--- config.mk ---
export PLATFORM = sky130hd
export DESIGN_NAME = rv_decoder_top
export DESIGN_NICKNAME = d
export VERILOG_FILES = /design/src/rtl/rv_decode_pkg.sv /design/src/rtl/alu_op_decoder.sv /design/src/rtl/operand_ctrl_decoder.sv /design/src/rtl/decode_stage_reg.sv /design/src/rtl/rv_decoder_top.sv
export SDC_FILE = /design/constraint.sdc
export NUM_CORES = 1
export LEC_CHECK = 0
export BUFFER_PORTS_ARGS = -buffer_cell sky130_fd_sc_hd__buf_2
export CELL_PAD_IN_SITES_DETAIL_PLACEMENT = 0
export CELL_PAD_IN_SITES_GLOBAL_PLACEMENT = 2
export CORE_UTILIZATION = 30
export CTS_CLUSTER_DIAMETER = 200
export DETAILED_ROUTE_END_ITERATION = 7
export PLACE_DENSITY = 0.86
export SYNTH_ARGS = -nofsm -noshare
export SYNTH_HDL_FRONTEND = slang
export SYNTH_SLANG_ARGS = --single-unit
--- constraint.sdc ---
create_clock -name clk -period 0.9 [get_ports clk]
set_clock_uncertainty 0.1 [all_clocks]
set_input_delay 0.09 -clock clk [delete_from_list [all_inputs] [get_ports clk]]
set_output_delay 0.09 -clock clk [all_outputs]
set_load 0.01 [all_outputs]
--- src/rtl/rv_decode_pkg.sv ---
// shared RV32IM decode encodings, imported by every decode module
`default_nettype none

package rv_decode_pkg;

    // ****************************************
    // instruction fields
    // ****************************************
    typedef logic [31:0] word_t;
    typedef logic [4:0]  reg_addr_t;

    localparam reg_addr_t REG_X0 = 5'd0;

    typedef enum logic [6:0] {
        OP     = 7'b0110011,
        OP_IMM = 7'b0010011,
        LUI    = 7'b0110111,
        AUIPC  = 7'b0010111,
        JAL    = 7'b1101111,
        JALR   = 7'b1100111,
        BRANCH = 7'b1100011,
        LOAD   = 7'b0000011,
        STORE  = 7'b0100011
    } opcode_e;

    localparam logic [2:0] F3_ADD    = 3'b000;
    localparam logic [2:0] F3_SLL    = 3'b001;
    localparam logic [2:0] F3_SLT    = 3'b010;
    localparam logic [2:0] F3_SLTU   = 3'b011;
    localparam logic [2:0] F3_XOR    = 3'b100;
    localparam logic [2:0] F3_SRL    = 3'b101;
    localparam logic [2:0] F3_OR     = 3'b110;
    localparam logic [2:0] F3_AND    = 3'b111;
    localparam logic [2:0] F3_MUL    = 3'b000;
    localparam logic [2:0] F3_MULH   = 3'b001;
    localparam logic [2:0] F3_MULHSU = 3'b010;
    localparam logic [2:0] F3_MULHU  = 3'b011;
    localparam logic [2:0] F3_DIV    = 3'b100;
    localparam logic [2:0] F3_DIVU   = 3'b101;
    localparam logic [2:0] F3_REM    = 3'b110;
    localparam logic [2:0] F3_REMU   = 3'b111;

    localparam logic [6:0] F7_BASE   = 7'b0000000;
    localparam logic [6:0] F7_ALT    = 7'b0100000;  // sub, sra
    localparam logic [6:0] F7_MULDIV = 7'b0000001;

    // branch compares use 8 + funct3 and share codes with or/and
    typedef enum logic [4:0] {
        ALU_ADD    = 5'd0,
        ALU_SUB    = 5'd1,
        ALU_SLL    = 5'd2,
        ALU_LT     = 5'd3,
        ALU_LTU    = 5'd4,
        ALU_XOR    = 5'd5,
        ALU_SRL    = 5'd6,
        ALU_SRA    = 5'd7,
        ALU_OR     = 5'd8,
        ALU_AND    = 5'd9,
        ALU_MUL    = 5'd16,
        ALU_MULH   = 5'd17,
        ALU_MULHSU = 5'd18,
        ALU_MULHU  = 5'd19,
        ALU_DIV    = 5'd20,
        ALU_DIVU   = 5'd21,
        ALU_REM    = 5'd22,
        ALU_REMU   = 5'd23,
        ALU_NOP    = 5'd31
    } alu_op_e;

    typedef struct packed {
        logic [6:0] funct7;
        reg_addr_t  rs2;
        reg_addr_t  rs1;
        logic [2:0] funct3;
        reg_addr_t  rd;
        logic [6:0] opcode;
    } instr_reg_t;

    typedef struct packed {
        logic [19:0] imm_hi;
        reg_addr_t   rd;
        logic [6:0]  opcode;
    } instr_upper_t;

    typedef union packed {
        instr_reg_t   regs;   // R/I/S/B layout
        instr_upper_t upper;  // U/J layout
    } instr_u;

    // ****************************************
    // bubble and fixed operands
    // ****************************************
    localparam alu_op_e BUBBLE_ALU_OP = ALU_ADD;
    localparam word_t   LUI_SHIFT     = 32'd12;
    localparam word_t   LINK_OFFSET   = 32'd4;  // return address step

endpackage

`default_nettype wire

--- src/rtl/alu_op_decoder.sv ---
// combinational ALU operation decode, feeds the decode stage register
`default_nettype none
`timescale 1ns/10ps

module alu_op_decoder import rv_decode_pkg::*; (
    input  instr_u  instr_i,
    output alu_op_e alu_op_o
);

    // funct3 table shared by OP and OP_IMM
    function automatic alu_op_e base_op(input logic [2:0] f3);
        case (f3)
            F3_ADD:  return ALU_ADD;
            F3_SLL:  return ALU_SLL;
            F3_SLT:  return ALU_LT;
            F3_SLTU: return ALU_LTU;
            F3_XOR:  return ALU_XOR;
            F3_SRL:  return ALU_SRL;
            F3_OR:   return ALU_OR;
            default: return ALU_AND;
        endcase
    endfunction

    function automatic alu_op_e muldiv_op(input logic [2:0] f3);
        case (f3)
            F3_MUL:    return ALU_MUL;
            F3_MULH:   return ALU_MULH;
            F3_MULHSU: return ALU_MULHSU;
            F3_MULHU:  return ALU_MULHU;
            F3_DIV:    return ALU_DIV;
            F3_DIVU:   return ALU_DIVU;
            F3_REM:    return ALU_REM;
            default:   return ALU_REMU;
        endcase
    endfunction

    always_comb begin
        alu_op_o = ALU_NOP;
        case (instr_i.regs.opcode)
            OP: begin
                case (instr_i.regs.funct7)
                    F7_BASE:   alu_op_o = base_op(instr_i.regs.funct3);
                    F7_MULDIV: alu_op_o = muldiv_op(instr_i.regs.funct3);
                    F7_ALT: begin
                        if (instr_i.regs.funct3 == F3_ADD) begin
                            alu_op_o = ALU_SUB;
                        end else if (instr_i.regs.funct3 == F3_SRL) begin
                            alu_op_o = ALU_SRA;
                        end
                    end
                    default: alu_op_o = ALU_NOP;
                endcase
            end
            OP_IMM: begin
                alu_op_o = base_op(instr_i.regs.funct3);
                if (instr_i.regs.funct3 == F3_SRL && instr_i.regs.funct7 != F7_BASE) begin
                    alu_op_o = ALU_SRA;  // srai
                end
            end
            LUI:    alu_op_o = ALU_SLL;  // imm1 << 12
            AUIPC, JAL, JALR, LOAD, STORE: begin
                alu_op_o = ALU_ADD;
            end
            BRANCH: alu_op_o = alu_op_e'({2'b01, instr_i.regs.funct3});
            default: alu_op_o = ALU_NOP;
        endcase
    end

endmodule

`default_nettype wire

--- src/rtl/operand_ctrl_decoder.sv ---
// combinational operand, jump and memory control decode with immediate assembly
`default_nettype none
`timescale 1ns/10ps

module operand_ctrl_decoder import rv_decode_pkg::*; (
    input  instr_u      instr_i,
    output logic        pc_sel_o,
    output logic [1:0]  rs_en_o,     // [0] rs1, [1] rs2
    output logic        wr_en_o,
    output logic [2:0]  jmp_ctrl_o,  // link reg, uncond, cond
    output logic [4:0]  mem_ctrl_o,  // funct3, write, use
    output logic [1:0]  imm_en_o,
    output word_t       imm0_o,
    output word_t       imm1_o
);

    logic [11:0] imm_i_raw;
    word_t       imm_i_sx;
    word_t       imm_s_sx;
    word_t       imm_b_sx;
    word_t       imm_j_sx;
    word_t       imm_u_sh;

    // ****************************************
    // immediate formats
    // ****************************************
    assign imm_i_raw = {instr_i.regs.funct7, instr_i.regs.rs2};
    assign imm_i_sx  = {{20{imm_i_raw[11]}}, imm_i_raw};
    assign imm_s_sx  = {{20{instr_i.regs.funct7[6]}}, instr_i.regs.funct7, instr_i.regs.rd};
    assign imm_b_sx  = {{19{instr_i.regs.funct7[6]}}, instr_i.regs.funct7[6],
                        instr_i.regs.rd[0], instr_i.regs.funct7[5:0],
                        instr_i.regs.rd[4:1], 1'b0};
    assign imm_j_sx  = {{11{instr_i.upper.imm_hi[19]}}, instr_i.upper.imm_hi[19],
                        instr_i.upper.imm_hi[7:0], instr_i.upper.imm_hi[8],
                        instr_i.upper.imm_hi[18:9], 1'b0};
    assign imm_u_sh  = {instr_i.upper.imm_hi, 12'b0};

    // ****************************************
    // per-opcode controls
    // ****************************************
    always_comb begin
        pc_sel_o   = 1'b0;
        rs_en_o    = 2'b00;
        wr_en_o    = 1'b0;
        jmp_ctrl_o = 3'b000;
        mem_ctrl_o = 5'b00000;
        imm_en_o   = 2'b00;
        imm0_o     = '0;
        imm1_o     = '0;
        case (instr_i.regs.opcode)
            OP: begin
                rs_en_o = 2'b11;
                wr_en_o = 1'b1;
            end
            OP_IMM: begin
                rs_en_o  = 2'b01;
                wr_en_o  = 1'b1;
                imm_en_o = 2'b01;
                imm0_o   = (instr_i.regs.funct3 == F3_SLTU) ? {20'b0, imm_i_raw} : imm_i_sx;
            end
            AUIPC: begin
                pc_sel_o = 1'b1;
                wr_en_o  = 1'b1;
                imm_en_o = 2'b01;
                imm0_o   = imm_u_sh;
            end
            LUI: begin
                wr_en_o  = 1'b1;
                imm_en_o = 2'b11;
                imm1_o   = {12'b0, instr_i.upper.imm_hi};  // shifted in the ALU
                imm0_o   = LUI_SHIFT;
            end
            JAL: begin
                pc_sel_o   = 1'b1;
                wr_en_o    = 1'b1;
                jmp_ctrl_o = 3'b010;
                imm_en_o   = 2'b01;
                imm1_o     = imm_j_sx;
                imm0_o     = LINK_OFFSET;
            end
            JALR: begin
                pc_sel_o   = 1'b1;
                wr_en_o    = 1'b1;
                jmp_ctrl_o = 3'b110;
                imm_en_o   = 2'b01;
                imm1_o     = imm_i_sx;
                imm0_o     = LINK_OFFSET;
            end
            BRANCH: begin
                rs_en_o    = 2'b11;
                jmp_ctrl_o = 3'b001;
                imm1_o     = imm_b_sx;  // target offset
            end
            LOAD: begin
                rs_en_o    = 2'b01;
                wr_en_o    = 1'b1;
                mem_ctrl_o = {instr_i.regs.funct3, 2'b01};
                imm_en_o   = 2'b01;
                imm0_o     = imm_i_sx;
            end
            STORE: begin
                rs_en_o    = 2'b11;
                mem_ctrl_o = {instr_i.regs.funct3, 2'b11};
                imm_en_o   = 2'b01;
                imm0_o     = imm_s_sx;
            end
            default: ;  // unknown opcode stays all zero
        endcase
    end

endmodule

`default_nettype wire

--- src/rtl/decode_stage_reg.sv ---
// decode-to-execute pipeline register with stall hold and synchronous flush
`default_nettype none
`timescale 1ns/10ps

module decode_stage_reg import rv_decode_pkg::*; (
    input  logic        clk,
    input  logic        rst_n,
    input  logic        flush_i,
    input  logic        stall_i,
    input  instr_u      instr_i,
    input  alu_op_e     alu_op_i,
    input  logic        pc_sel_i,
    input  logic [1:0]  rs_en_i,
    input  logic        wr_en_i,
    input  logic [2:0]  jmp_ctrl_i,
    input  logic [4:0]  mem_ctrl_i,
    input  logic [1:0]  imm_en_i,
    input  word_t       imm0_i,
    input  word_t       imm1_i,
    output reg_addr_t   rs1_o,
    output reg_addr_t   rs2_o,
    output reg_addr_t   rd_o,
    output alu_op_e     alu_op_o,
    output logic        pc_sel_o,
    output logic [1:0]  rs_en_o,
    output logic        wr_en_o,
    output logic [2:0]  jmp_ctrl_o,
    output logic [4:0]  mem_ctrl_o,
    output logic [1:0]  imm_en_o,
    output word_t       imm0_o,
    output word_t       imm1_o
);

    always_ff @(posedge clk or negedge rst_n) begin
        if (!rst_n) begin
            rs1_o      <= REG_X0;
            rs2_o      <= REG_X0;
            rd_o       <= REG_X0;
            alu_op_o   <= BUBBLE_ALU_OP;
            pc_sel_o   <= 1'b0;
            rs_en_o    <= 2'b00;
            wr_en_o    <= 1'b0;
            jmp_ctrl_o <= 3'b000;
            mem_ctrl_o <= 5'b00000;
            imm_en_o   <= 2'b00;
            imm0_o     <= '0;
            imm1_o     <= '0;
        end else if (flush_i || !stall_i) begin  // flush beats stall
            rs1_o      <= flush_i ? REG_X0 : instr_i.regs.rs1;
            rs2_o      <= flush_i ? REG_X0 : instr_i.regs.rs2;
            rd_o       <= flush_i ? REG_X0 : instr_i.regs.rd;
            alu_op_o   <= flush_i ? BUBBLE_ALU_OP : alu_op_i;
            pc_sel_o   <= !flush_i && pc_sel_i;
            rs_en_o    <= flush_i ? 2'b00 : rs_en_i;
            wr_en_o    <= !flush_i && wr_en_i;
            jmp_ctrl_o <= flush_i ? 3'b000 : jmp_ctrl_i;
            mem_ctrl_o <= flush_i ? 5'b00000 : mem_ctrl_i;
            imm_en_o   <= flush_i ? 2'b00 : imm_en_i;
            imm0_o     <= flush_i ? '0 : imm0_i;
            imm1_o     <= flush_i ? '0 : imm1_i;
        end
    end

endmodule

`default_nettype wire

--- src/rtl/rv_decoder_top.sv ---
// RV32IM decode stage top, one registered decode per accepted instruction
`default_nettype none
`timescale 1ns/10ps

module rv_decoder_top import rv_decode_pkg::*; (
    input  logic        clk,
    input  logic        rst_n,
    input  logic        flush_i,
    input  logic        stall_i,
    input  word_t       instr_i,
    output logic        pc_sel_o,
    output logic [1:0]  rs_en_o,
    output reg_addr_t   rs1_o,
    output reg_addr_t   rs2_o,
    output reg_addr_t   rd_o,
    output alu_op_e     alu_op_o,
    output logic        wr_en_o,
    output logic [2:0]  jmp_ctrl_o,
    output logic [4:0]  mem_ctrl_o,
    output logic [1:0]  imm_en_o,
    output word_t       imm0_o,
    output word_t       imm1_o
);

    alu_op_e     alu_op_d;
    logic        pc_sel_d;
    logic [1:0]  rs_en_d;
    logic        wr_en_d;
    logic [2:0]  jmp_ctrl_d;
    logic [4:0]  mem_ctrl_d;
    logic [1:0]  imm_en_d;
    word_t       imm0_d;
    word_t       imm1_d;

    alu_op_decoder u_alu_op_decoder (
        .instr_i  (instr_i),
        .alu_op_o (alu_op_d)
    );

    operand_ctrl_decoder u_operand_ctrl_decoder (
        .instr_i    (instr_i),
        .pc_sel_o   (pc_sel_d),
        .rs_en_o    (rs_en_d),
        .wr_en_o    (wr_en_d),
        .jmp_ctrl_o (jmp_ctrl_d),
        .mem_ctrl_o (mem_ctrl_d),
        .imm_en_o   (imm_en_d),
        .imm0_o     (imm0_d),
        .imm1_o     (imm1_d)
    );

    decode_stage_reg u_decode_stage_reg (
        .clk        (clk),
        .rst_n      (rst_n),
        .flush_i    (flush_i),
        .stall_i    (stall_i),
        .instr_i    (instr_i),     // register addresses
        .alu_op_i   (alu_op_d),
        .pc_sel_i   (pc_sel_d),
        .rs_en_i    (rs_en_d),
        .wr_en_i    (wr_en_d),
        .jmp_ctrl_i (jmp_ctrl_d),
        .mem_ctrl_i (mem_ctrl_d),
        .imm_en_i   (imm_en_d),
        .imm0_i     (imm0_d),
        .imm1_i     (imm1_d),
        .rs1_o      (rs1_o),
        .rs2_o      (rs2_o),
        .rd_o       (rd_o),
        .alu_op_o   (alu_op_o),
        .pc_sel_o   (pc_sel_o),
        .rs_en_o    (rs_en_o),
        .wr_en_o    (wr_en_o),
        .jmp_ctrl_o (jmp_ctrl_o),
        .mem_ctrl_o (mem_ctrl_o),
        .imm_en_o   (imm_en_o),
        .imm0_o     (imm0_o),
        .imm1_o     (imm1_o)
    );

endmodule

`default_nettype wire

==> results by group, run 1 <==
Yosys
  • Mean area per synthesized cell: 9.34 um^2
  • Cell accounting for the most synthesized area: sky130_fd_sc_hd__dfrtp_1
  • Count of yosys warnings during synthesis: 0
  • Dominant synthesized flop cell: sky130_fd_sc_hd__dfrtp_1
  • Fraction of synthesis flops using an asynchronous set or reset pin: 1.00
  • Number of distinct library cell variants in the gate-level netlist after synthesis: 53
  • Share of the synthesized area in the top cell type: 0.494
  • Number of synthesized flops with an enable pin: 0
  • Flop and latch count out of synthesis: 87
  • Post-synthesis sequential area ratio: 0.494
  • Synthesized netlist cell count: 472
  • Cells taking the most area after synthesis: sky130_fd_sc_hd__dfrtp_1, sky130_fd_sc_hd__nand2_1, sky130_fd_sc_hd__a21oi_1
  • Net count after synthesis: 508
  • Mapped cell area: 4410 um^2

Floorplan
  • Die Y-Extent: 123 um
  • Initial cell density of the core: 0.313
  • Number of top-level design ports: 134
  • Die area: 15200 um^2
  • Area of the placeable core: 14100 um^2
  • Floorplan row count: 43
  • Die boundary width: 123 um

Clocking
  • Worst-path clk slew: 0.07 ns
  • Later-pin clock latency in the skew report: 0.35 ns
  • Number of H-tree levels: 3
  • Clock root cell: sky130_fd_sc_hd__clkbuf_16
  • Buffers from clock root to sink, at most: 2
  • Clock tree from TritonCTS: built
  • Sink count of the clock tree: 87
  • CTS Buf Count: 9

Timing
  • Period utilisation layout: 1.53
  • Pins over their slew limit: 0
  • Actual transition at the worst max-transition pin: 0.443 ns
  • Shortest period the worst path allows: 1.38 ns
  • Number of endpoints with negative hold slack in the final report: 0
  • Worst rel slew slack: 0.703
  • Final setup viols: 169
  • Total negative slack for setup checks: -35.78 ns
  • Setup slack after layout: -0.480 ns
  • Highest clock rate: 725 MHz
  • Setup repair after global routing missed its margin: true

Global routing
  • Total congestion overflow after global routing: 0
  • Initial antenna violation count: 0
  • Via count of the first global-routing pass: 4674
  • Largest net degree at the start of global routing: 48
  • Aggregate global-route resource usage: 0.230
  • First-pass GRT wire length: 26.0 mm

Critical path
  • Worst r2r src: u_decode_stage_reg.pc_sel_o$_DFFE_PN0P_
  • Worst-path cell chain: buf_6 -> or4_4 -> nor2_4 -> o311ai_2 -> a2111oi_2 -> nor3_1
  • Worst Reg2Reg Path Length in Cells: 4
  • Crit-path max FO: 2
  • FF-to-FF setup slack: -0.14 ns
  • Reg2Reg Capture Point: u_decode_stage_reg.pc_sel_o$_DFFE_PN0P_
  • Critical Path Source Type: input port
  • Critical path endpoint category: flop
  • WS Path Type: in -> reg
  • Biggest cell delay along the critical path: 0.54 ns
  • Critical path's slowest cell: sky130_fd_sc_hd__or4_4
  • Signal arrival time at the worst endpoint: 1.51 ns
  • Required time of the critical path: 1.03 ns

Detailed routing
  • Drt via density: 5.22
  • Number of routed nets with antenna violations: 0
  • Via total after detailed routing: 4858
  • Sum of routed wire length over all layers: 17.8 mm
  • Routed wire per std cell: 19.1 um
  • Detailed router's first-iteration violation count: 391
  • Residual DRC count: 0
  • TritonRoute pass-1 iters: 7

Run status
  • Violated checks: setup timing
  • Status: finished, violations left

Worst hold path
  • HP Class: in -> async

Placement
  • Cell area after placement: 6070 um^2
  • Detailed-placement wirelength estimate: 11.5 mm
  • Gp weighted congestion: 0.813
  • # port buffers: 133

Final layout
  • ANT cells: 0
  • Share of final-layout standard cells stronger than drive strength 1: 0.577
  • Utilization after layout: 0.563
  • Area delta synth->final: 80.0%
  • Final cell area excluding filler cells: 7930 um^2
  • Net count reported at finish: 782
  • Most common library cell in the layout ignoring fill and taps: sky130_fd_sc_hd__buf_4
  • Leading cell types in the layout, fill and taps excluded: sky130_fd_sc_hd__buf_4, sky130_fd_sc_hd__buf_2, sky130_fd_sc_hd__dfrtp_1

Power
  • Pwr per Cell Area: 1200 nW/um^2
  • Leakage dissipation: 3.83 nW
  • Maximum vdd ir drop: 1000 uV

Run
  • Max-capacitance violation count: 0
==> how the worst max path moves through the flow <==
stage,start,end,slack (ns),cells past startpoint
finish,instr_i[27],u_decode_stage_reg.alu_op_o[1]$_DFFE_PN0P_,-0.48,6
global route,instr_i[27],u_decode_stage_reg.alu_op_o[1]$_DFFE_PN0P_,-0.54,6
CTS,instr_i[27],u_decode_stage_reg.alu_op_o[1]$_DFFE_PN0P_,-0.43,6
detailed placement,instr_i[27],u_decode_stage_reg.alu_op_o[1]$_DFFE_PN0P_,-0.82,6
global placement,instr_i[27],u_decode_stage_reg.alu_op_o[1]$_DFFE_PN0P_,-0.74,6
floorplan,instr_i[27],u_decode_stage_reg.alu_op_o[1]$_DFFE_PN0P_,-0.59,5
==> layer usage <==
metal / vias to the layer above / global-route usage / part of all wire
met5: - / 0 / 0
met4: 0 / 0.0836 / 0.030
met3: 40 / 0.0424 / 0.064
met2: 202 / 0.381 / 0.49
met1: 2387 / 0.300 / 0.41
li1: 2229 / - / -
==> stage by stage <==
step	hold slack, ns	worst slack [ns]	std cells	total power, mW
after global routing	0.0159	-0.537	931	9.84
after floorplan	-0.306	-0.593	472	4.72
after global placement	-0.162	-0.744	825	5.38
after detailed placement	-0.163	-0.821	825	5.39
final	0.0157	-0.480	931	9.54
after CTS	0.00385	-0.432	903	9.43
==> cell families (layout without fill, tap and decap cells) <==
kind of cell           Yosys count  in the layout  synth area share
AO/OA/AOI/OAI                  138            138             0.196
buffers and inverters           57            333            0.0707
XOR/XNOR                         3              3           0.00596
flip-flops                      87             87             0.494
AND/OR/NAND/NOR                169            172             0.192
multiplexers                    18             18            0.0409
==> cells in the mapped netlist, types with 2 or more instances <==
cell                        n
sky130_fd_sc_hd__a211oi_1   4
sky130_fd_sc_hd__a21o_1     2
sky130_fd_sc_hd__a21oi_1   40
sky130_fd_sc_hd__a221oi_1  15
sky130_fd_sc_hd__a222oi_1   5
sky130_fd_sc_hd__a22o_1     6
sky130_fd_sc_hd__a22oi_1    4
sky130_fd_sc_hd__a31oi_1    2
sky130_fd_sc_hd__and3_1     3
sky130_fd_sc_hd__and3b_1    4
sky130_fd_sc_hd__buf_2     15
sky130_fd_sc_hd__buf_4     17
sky130_fd_sc_hd__buf_6      2
sky130_fd_sc_hd__clkbuf_1  16
sky130_fd_sc_hd__dfrtp_1   87
sky130_fd_sc_hd__inv_1      6
sky130_fd_sc_hd__mux2i_1   18
sky130_fd_sc_hd__nand2_1   62
sky130_fd_sc_hd__nand2b_1   3
sky130_fd_sc_hd__nand3_1    3
sky130_fd_sc_hd__nand3b_1   6
sky130_fd_sc_hd__nor2_1    38
sky130_fd_sc_hd__nor2_2     2
sky130_fd_sc_hd__nor2b_1   16
sky130_fd_sc_hd__nor3_1    19
sky130_fd_sc_hd__o21a_1     3
sky130_fd_sc_hd__o21ai_0   11
sky130_fd_sc_hd__o21ai_1   37
sky130_fd_sc_hd__xor2_1     2
==> flip-flops by register name (all words and copies together), names as in the netlist <==
name                           flops
u_decode_stage_reg.rs2_o           5
u_decode_stage_reg.imm_en_o        2
u_decode_stage_reg.imm0_o         32
u_decode_stage_reg.imm1_o         21
u_decode_stage_reg.rd_o            5
u_decode_stage_reg.jmp_ctrl_o      3
u_decode_stage_reg.rs1_o           5
u_decode_stage_reg.alu_op_o        5
u_decode_stage_reg.rs_en_o         2
u_decode_stage_reg.pc_sel_o        1
u_decode_stage_reg.wr_en_o         1
u_decode_stage_reg.mem_ctrl_o      5
==> repair_timing <==
action / in CTS / in global routing
gates cloned: 8 / 2
pin swaps: 75 / 65
hold buffers: 4 / 0
setup buffers: 51 / 38
endpoints found under the hold margin: 91 / 0
gates resized for setup: 89 / 80
endpoints found under the setup margin: 167 / 177
==> cell type report <==
class / instances / area, um^2
clock buffer: 11 / 243
tap: 180 / 225
timing repair buffer: 311 / 2630
fill: 1212 / 6160
sequential: 87 / 2180
clock inverter: 5 / 56.3
multi-input combinational: 331 / 2580
inverter: 6 / 25.0
==> where the power goes <==
part / switching (mW) / internal [mW] / leakage (nW) / total, mW
Clock: 1.62 / 2.23 / 0.146 / 3.85
Sequential: 0.0506 / 3.98 / 1.19 / 4.04
Combinational: 0.884 / 0.768 / 2.49 / 1.65
==> worst max-delay path, delay by kind of cell <==
family	cells	cell delay, ns
buffers and inverters	1	0.09
AOI/OAI and AO/OA	2	0.53
and+or+nand+nor	3	0.80
(Power assumes the default switching activity.)
==> run 2, diff against run 1 <==
- CELL_PAD_IN_SITES_DETAIL_PLACEMENT: 0 -> 1
- CELL_PAD_IN_SITES_GLOBAL_PLACEMENT: 2 -> 1
- CORE_UTILIZATION: 30 -> 38
==> run 2 against run 1 <==
Net effect: the run now fails in 5_1_grt; synthesized area is the same; synthesized cell count stayed put.
==> results by group, run 2 <==
Floorplan
  • Floorplan row count: 38
  • Number of top-level design ports: 134
  • Die boundary width: 110 um
  • Die Y-Extent: 110 um
  • Initial cell density of the core: 0.398

Global routing
  • Largest net degree at the start of global routing: 48
  • Total congestion overflow after global routing: 206
  • Aggregate global-route resource usage: 0.824

Yosys
  • Number of synthesized flops with an enable pin: 0
  • Cells taking the most area after synthesis: sky130_fd_sc_hd__dfrtp_1, sky130_fd_sc_hd__nand2_1, sky130_fd_sc_hd__a21oi_1
  • Top cells by count, synth: sky130_fd_sc_hd__dfrtp_1, sky130_fd_sc_hd__nand2_1, sky130_fd_sc_hd__a21oi_1, sky130_fd_sc_hd__nor2_1, sky130_fd_sc_hd__o21ai_1
  • Flop and latch count out of synthesis: 87
  • Most frequently used cell type in the post-synthesis netlist: sky130_fd_sc_hd__dfrtp_1
  • Count of yosys warnings during synthesis: 0
  • Number of distinct library cell variants in the gate-level netlist after synthesis: 53
  • Fraction of synthesis flops using an asynchronous set or reset pin: 1.00
  • Mean area per synthesized cell: 9.34 um^2
  • Synthesized netlist cell count: 472
  • Cell accounting for the most synthesized area: sky130_fd_sc_hd__dfrtp_1
  • Net count after synthesis: 508
  • Dominant synthesized flop cell: sky130_fd_sc_hd__dfrtp_1
  • Share of the synthesized area in the top cell type: 0.494
  • Post-synthesis sequential area ratio: 0.494
  • Mapped cell area: 4410 um^2

Run status
  • Failing step: 5_1_grt
  • Status: aborted with a tool error
  • Run Error: [ERROR GRT-0232] Routing congestion too high. Check the congestion heatmap in the GUI.

Clocking
  • Clock root cell: sky130_fd_sc_hd__clkbuf_16
  • Sink count of the clock tree: 87
  • CTS Buf Count: 9
  • Buffers from clock root to sink, at most: 2
  • Number of H-tree levels: 3

Placement
  • Cell area after placement: 6040 um^2
  • Placed Cells incl. Taps: 788
  • # port buffers: 133
  • Gp weighted congestion: 0.845
  • Detailed-placement wirelength estimate: 13.4 mm

Timing
  • Type of pin the worst path ends at: register data pin
  • Worst-path endpoint after global-route repair_timing: u_decode_stage_reg.alu_op_o[0]$_DFFE_PN0P_/D
## run 2: through the flow
stage          TNS, ns  worst slack, ns  hold slack [ns]  utilization
2_1_floorplan   -24.66           -0.593           -0.306            -
3_3_place_gp    -47.96           -0.812           -0.186        0.545
3_5_place_dp    -53.27           -0.901           -0.180        0.545
4_1_cts         -32.93           -0.521          -0.0557        0.681
## run 2: repair_timing
item | 4_1_cts
buffers inserted | 65
cloned | 8
endpoints found under the hold margin | 89
hold buffers | 2
endpoints found under the setup margin | 182
resized for setup | 130
pin swaps | 74
## run 2: kinds of logic after synthesis
kind of cell	after synthesis	synth area share
xor gates and xnor gates	3	0.00596
buffers and inverters	57	0.0707
and+or+nand+nor	169	0.192
DFF	87	0.494
muxes	18	0.0409
AOI/OAI and AO/OA	138	0.196
## run 2: per-layer routing
layer  global-route usage  overflow
met5                0.223         0
met4                0.862        67
met3                0.685         2
met2                0.994       135
met1                0.806         2
==> run 3, diff against run 2 <==
- CELL_PAD_IN_SITES_DETAIL_PLACEMENT: 1 -> default
- CELL_PAD_IN_SITES_GLOBAL_PLACEMENT: 1 -> default
- CORE_UTILIZATION: 38 -> 31
- CTS_CLUSTER_DIAMETER: 200 -> default
- PLACE_DENSITY: 0.86 -> default
- PLACE_DENSITY_LB_ADDON: default -> 0.15
==> run 3 against run 2 <==
Net effect: the flow now finishes, with violations (hold timing, setup timing).
==> results by group, run 3 (synthesized netlist as in run 1, its figures left out) <==
Final layout
  • Leading cell types in the layout, fill and taps excluded: sky130_fd_sc_hd__buf_4, sky130_fd_sc_hd__buf_2, sky130_fd_sc_hd__dfrtp_1
  • Net count reported at finish: 772
  • Largest Register: u_decode_stage_reg.imm0_o
  • Multi-input gate area in the final layout: 2530 um^2
  • Register area: 2180 um^2
  • Biggest registers after layout: u_decode_stage_reg.imm0_o: 32 flops, u_decode_stage_reg.imm1_o: 21 flops
  • ANT cells: 0
  • Filler cells: 1256
  • Most common library cell in the layout ignoring fill and taps: sky130_fd_sc_hd__buf_4
  • Utilization after layout: 0.559
  • Share of final-layout standard cells stronger than drive strength 1: 0.540
  • Area delta synth->final: 76.2%
  • Flip-flop count of the largest register after layout: 32

Global routing
  • Total congestion overflow after global routing: 0
  • First-pass GRT wire length: 25.7 mm
  • Met3 layer usage reported by global route: 0.0508
  • Aggregate global-route resource usage: 0.234
  • Highest-utilization routing layer at the global route stage: met2
  • M2 GR Usage: 0.368
  • Initial antenna violation count: 0
  • Met1 usage in global routing: 0.316
  • Via count of the first global-routing pass: 4567
  • Largest net degree at the start of global routing: 39

Clocking
  • Hold buffer count at cts: 9
  • Buffers from clock root to sink, at most: 2
  • Later-pin clock latency in the skew report: 0.35 ns
  • Clock tree from TritonCTS: built
  • CTS Buf Count: 9
  • Worst-path clk slew: 0.07 ns
  • Number of H-tree levels: 3
  • Clock root cell: sky130_fd_sc_hd__clkbuf_16
  • Sink count of the clock tree: 87

Power
  • Switching fraction of total power: 0.265
  • Sequential power share: 0.415
  • Maximum vdd ir drop: 957 uV
  • Switching component of the power: 2.57 mW
  • Leakage dissipation: 3.75 nW
  • Combinational power share: 0.161
  • Internal power component: 7.14 mW
  • Pwr per Cell Area: 1250 nW/um^2
  • Clock share of power: 0.425

Detailed routing
  • Detailed router's first-iteration violation count: 276
  • Number of routed nets with antenna violations: 0
  • Sum of routed wire length over all layers: 17.0 mm
  • Via total after detailed routing: 4729
  • Drt via density: 5.13
  • Routed wire per std cell: 18.5 um
  • TritonRoute pass-1 iters: 8
  • Residual DRC count: 0

Floorplan
  • Area of the placeable core: 13900 um^2
  • Initial cell density of the core: 0.318
  • Die Y-Extent: 121 um
  • Die boundary width: 121 um
  • Die area: 14700 um^2
  • Floorplan row count: 43
  • Number of top-level design ports: 134

Critical path
  • WS Path Type: in -> reg
  • Crit-path max FO: 4
  • Signal arrival time at the worst endpoint: 1.54 ns
  • Critical path endpoint category: flop
  • Critical Path Source Type: input port
  • FF-to-FF setup slack: -0.10 ns
  • Required time of the critical path: 1.05 ns
  • Worst Reg2Reg Path Length in Cells: 4

Timing
  • Highest clock rate: 719 MHz
  • Final setup viols: 170
  • Number of endpoints with negative hold slack in the final report: 1
  • Actual transition at the worst max-transition pin: 0.456 ns
  • Period utilisation layout: 1.55
  • Worst rel slew slack: 0.696
  • Setup repair after global routing missed its margin: true
  • Shortest period the worst path allows: 1.39 ns
  • Worst hold-check slack: -0.00694 ns
  • Pins over their slew limit: 0
  • Setup slack after layout: -0.491 ns

Placement
  • Detailed-placement wirelength estimate: 11.3 mm
  • Gp weighted congestion: 0.863
  • # port buffers: 133

Worst hold path
  • HP Class: in -> reg
  • Hold-critical path depth: 3

Run
  • Max-capacitance violation count: 0

Run status
  • Status: finished, violations left
  • Violated checks: hold timing, setup timing
run 3: timing repair:
item	CTS	global route
endpoints found under the setup margin	167	176
hold endpoints to repair	98	1
pin swaps	66	50
setup buffers	44	31
resized for setup	79	57
cloned	7	1
run 3: layout make-up:
| cell class | count | share of cell area |
|---|---|---|
| tap | 180 | 0.0290 |
| sequential | 87 | 0.281 |
| clock inverter | 6 | 0.0119 |
| multi-input combinational | 332 | 0.326 |
| inverter | 6 | 0.00290 |
| timing repair buffer | 300 | 0.320 |
| clock buffer | 10 | 0.0295 |
run 3: critical path, cell delays in order:
cell	delay (ns)
sky130_fd_sc_hd__buf_6	0.09
sky130_fd_sc_hd__or4_4	0.54
sky130_fd_sc_hd__nor2_4	0.17
sky130_fd_sc_hd__buf_4	0.13
sky130_fd_sc_hd__buf_6	0.09
sky130_fd_sc_hd__a311o_1	0.15
sky130_fd_sc_hd__a31oi_1	0.08
sky130_fd_sc_hd__o21a_1	0.19
run 3: through the flow:
step           setup TNS, ns  power [mW]  instances  setup WS, ns  instance area, um^2
3_5_place_dp          -48.84        5.37        818        -0.817                 6020
2_1_floorplan         -24.66        4.72        472        -0.593                 4820
5_1_grt               -40.01        10.1        921        -0.533                 7760
3_3_place_gp          -47.82        5.35        818        -0.759                 6020
6_report              -33.80        9.72        921        -0.491                 7760
4_1_cts               -33.80        9.73        894        -0.413                 7280
run 3: worst paths after layout:
check                                                        endpoint                                        from
setup / recovery           u_decode_stage_reg.alu_op_o[0]$_DFFE_PN0P_                                 instr_i[27]
hold / removal              u_decode_stage_reg.imm1_o[16]$_DFFE_PN0P_                                 instr_i[16]
setup reg to reg           u_decode_stage_reg.alu_op_o[4]$_DFFE_PN0P_  u_decode_stage_reg.alu_op_o[4]$_DFFE_PN0P_
hold reg to reg             u_decode_stage_reg.imm1_o[17]$_DFFE_PN0P_   u_decode_stage_reg.imm1_o[17]$_DFFE_PN0P_
max in group asynchronous     u_decode_stage_reg.rs2_o[4]$_DFFE_PN0P_                                       rst_n
min in group asynchronous   u_decode_stage_reg.imm1_o[17]$_DFFE_PN0P_                                       rst_n
run 3: layer usage:
metal | part of all wire | vias to the layer above | routed length (um)
met5 | 0 | - | 0
met3 | 0.064 | 32 | 1080
met4 | 0.026 | 0 | 437
met2 | 0.47 | 182 | 8040
li1 | - | 2216 | -
met1 | 0.44 | 2299 | 7440
run 3: power by group through the flow:
stage	Clock (mW)	Sequential, mW	Combinational (mW)
global route	4.35	4.03	1.68
floorplan	0	4.13	0.582
finish	4.13	4.03	1.56
global placement	0	4.10	1.25
detailed placement	0	4.10	1.26
CTS	4.24	4.03	1.46
==> run 4, diff against run 3 <==
- BUFFER_PORTS_ARGS: -buffer_cell sky130_fd_sc_hd__buf_2 -> -buffer_cell sky130_fd_sc_hd__buf_4
- CORE_ASPECT_RATIO: default -> 1.75
==> run 4 against run 3 <==
Net effect: the run still ends with hold timing, setup timing left; core utilization grew 7.0 points; sequential share of layout area shrank 3.2 points; register-to-register slack worse by 0.03 ns; cell area grew 13%; wire length up 10%; combinational power grew 17%; worst setup slack gained 0.14 ns; critical endpoint is now u_decode_stage_reg.alu_op_o[1]$_DFFE_PN0P_.
==> results by group, run 4 (synthesized netlist as in run 1, its figures left out) <==
Power
  • Leakage dissipation: 4.07 nW
  • Design Power: 9.50 mW
  • Maximum vdd ir drop: 881 uV
  • Pwr per Cell Area: 1090 nW/um^2

Final layout
  • Largest Register: u_decode_stage_reg.imm0_o
  • Area delta synth->final: 98.4%
  • Count of placed standard cells in the final layout, fillers left out: 946
  • Share of final-layout standard cells stronger than drive strength 1: 0.612
  • Net count reported at finish: 800
  • Flip-flop count of the largest register after layout: 32
  • Filler cells: 1134
  • Leading cell types in the layout, fill and taps excluded: sky130_fd_sc_hd__buf_4, sky130_fd_sc_hd__buf_6, sky130_fd_sc_hd__dfrtp_1
  • Utilization after layout: 0.629
  • ANT cells: 0
  • Most common library cell in the layout ignoring fill and taps: sky130_fd_sc_hd__buf_4
  • Final cell area excluding filler cells: 8750 um^2
  • Biggest registers after layout: u_decode_stage_reg.imm0_o: 32 flops, u_decode_stage_reg.imm1_o: 21 flops

Global routing
  • Total congestion overflow after global routing: 0
  • Largest net degree at the start of global routing: 29
  • Via count of the first global-routing pass: 4989
  • Aggregate global-route resource usage: 0.253
  • Initial antenna violation count: 0
  • First-pass GRT wire length: 28.1 mm

Timing
  • Period utilisation layout: 1.39
  • Worst hold-check slack: -0.0101 ns
  • Final setup viols: 174
  • Pins over their slew limit: 0
  • Setup repair after global routing missed its margin: true
  • Actual transition at the worst max-transition pin: 0.466 ns
  • Number of endpoints with negative hold slack in the final report: 2
  • Worst rel slew slack: 0.689
  • Setup slack after layout: -0.348 ns
  • Highest clock rate: 801 MHz
  • Total negative slack for setup checks: -32.22 ns
  • Shortest period the worst path allows: 1.25 ns

Floorplan
  • Area of the placeable core: 13900 um^2
  • Floorplan row count: 57
  • Number of top-level design ports: 134
  • Die Y-Extent: 160 um
  • Die area: 14700 um^2
  • Initial cell density of the core: 0.317
  • Die boundary width: 92.1 um

Placement
  • Gp weighted congestion: 0.858
  • # port buffers: 133
  • Placed Cells incl. Taps: 831
  • Cell area after placement: 6450 um^2
  • Post-placement setup slack: -0.734 ns
  • Detailed-placement wirelength estimate: 12.4 mm

Critical path
  • Critical Path Source Type: input port
  • Crit-path max FO: 2
  • Required time of the critical path: 1.03 ns
  • FF-to-FF setup slack: -0.13 ns
  • WS Path Type: in -> reg
  • Signal arrival time at the worst endpoint: 1.38 ns
  • Critical path endpoint category: flop

Run
  • Max-capacitance violation count: 0

Detailed routing
  • Drt via density: 5.13
  • Highest metal layer with signal wires: met4
  • Sum of routed wire segments on met1: 6.81 mm
  • Met2 Wirelength: 10.4 mm
  • TritonRoute pass-1 iters: 4
  • Sum of met3 wire segment lengths after detailed routing: 568 um
  • Routed wire per std cell: 19.8 um
  • Via total after detailed routing: 4851
  • Detailed router's first-iteration violation count: 256
  • Sum of routed wire length over all layers: 18.8 mm
  • Residual DRC count: 0
  • Number of routed nets with antenna violations: 0

Run status
  • Status: finished, violations left
  • Violated checks: hold timing, setup timing

Clocking
  • Clock root cell: sky130_fd_sc_hd__clkbuf_16
  • Number of H-tree levels: 3
  • Buffers from clock root to sink, at most: 2
  • CTS Buf Count: 9
  • Clock tree from TritonCTS: built
  • Worst-path clk slew: 0.07 ns
  • Later-pin clock latency in the skew report: 0.35 ns
  • Sink count of the clock tree: 87

Worst hold path
  • HP Class: in -> reg
==> run 4: cell count changes in the layout (fill, tap and decap cells not counted), sizes merged <==
cell	before	now
buf	291	319
bufinv	2	0
clkbuf	10	12
clkinv	1	2
clkinvlp	1	2
dlygate4sd3	8	7
inv	8	7
==> run 4: layer usage <==
| layer | GRT usage | up-vias |
|---|---|---|
| li1 | - | 2265 |
| met1 | 0.281 | 2380 |
| met2 | 0.468 | 155 |
| met3 | 0.0286 | 51 |
| met4 | 0.126 | 0 |
| met5 | 0 | - |
==> run 4: cell type report <==
class / instances / area, um^2 / area share
sequential: 87 / 2180 / 0.249
multi-input combinational: 332 / 2710 / 0.310
inverter: 6 / 22.5 / 0.00257
tap: 177 / 221 / 0.0253
timing repair buffer: 328 / 3330 / 0.380
clock inverter: 5 / 41.3 / 0.00472
clock buffer: 11 / 243 / 0.0277
==> run 4: where the power goes <==
group	internal, mW	switching [mW]	leakage (nW)	total (mW)
clock network	1.97	1.66	0.132	3.63
logic	0.900	0.926	2.74	1.83
registers	3.98	0.0660	1.19	4.05
==> run 4: path summary, 6_finish.rpt <==
path | start | to | cells after the start
setup / recovery | instr_i[27] | u_decode_stage_reg.alu_op_o[1]$_DFFE_PN0P_ | 6
hold / removal | instr_i[19] | u_decode_stage_reg.imm0_o[19]$_DFFE_PN0P_ | 3
setup reg to reg | u_decode_stage_reg.rs1_o[0]$_DFFE_PN0P_ | u_decode_stage_reg.rs1_o[0]$_DFFE_PN0P_ | 3
hold reg to reg | u_decode_stage_reg.imm0_o[0]$_DFFE_PN0P_ | u_decode_stage_reg.imm0_o[0]$_DFFE_PN0P_ | 2
max in group asynchronous | rst_n | u_decode_stage_reg.imm1_o[30]$_DFFE_PN0P_ | 3
min in group asynchronous | rst_n | u_decode_stage_reg.imm0_o[9]$_DFFE_PN0P_ | 2
==> run 4: worst max-delay path, cell delays in order <==
cell and delay, ns:
sky130_fd_sc_hd__buf_6 0.09, sky130_fd_sc_hd__or4_4 0.53, sky130_fd_sc_hd__nor2_4 0.12, sky130_fd_sc_hd__o311ai_2 0.10, sky130_fd_sc_hd__a2111oi_1 0.35, sky130_fd_sc_hd__nor3_1 0.09
==> run 4: repair_timing <==
| action | in CTS | in global routing |
|---|---|---|
| pin swaps | 63 | 53 |
| hold buffers | 7 | 1 |
| resized for setup | 216 | 69 |
| gates cloned | 9 | 0 |
| setup endpoints to repair | 169 | 176 |
| hold endpoints to repair | 95 | 1 |
| buffers inserted | 55 | 42 |
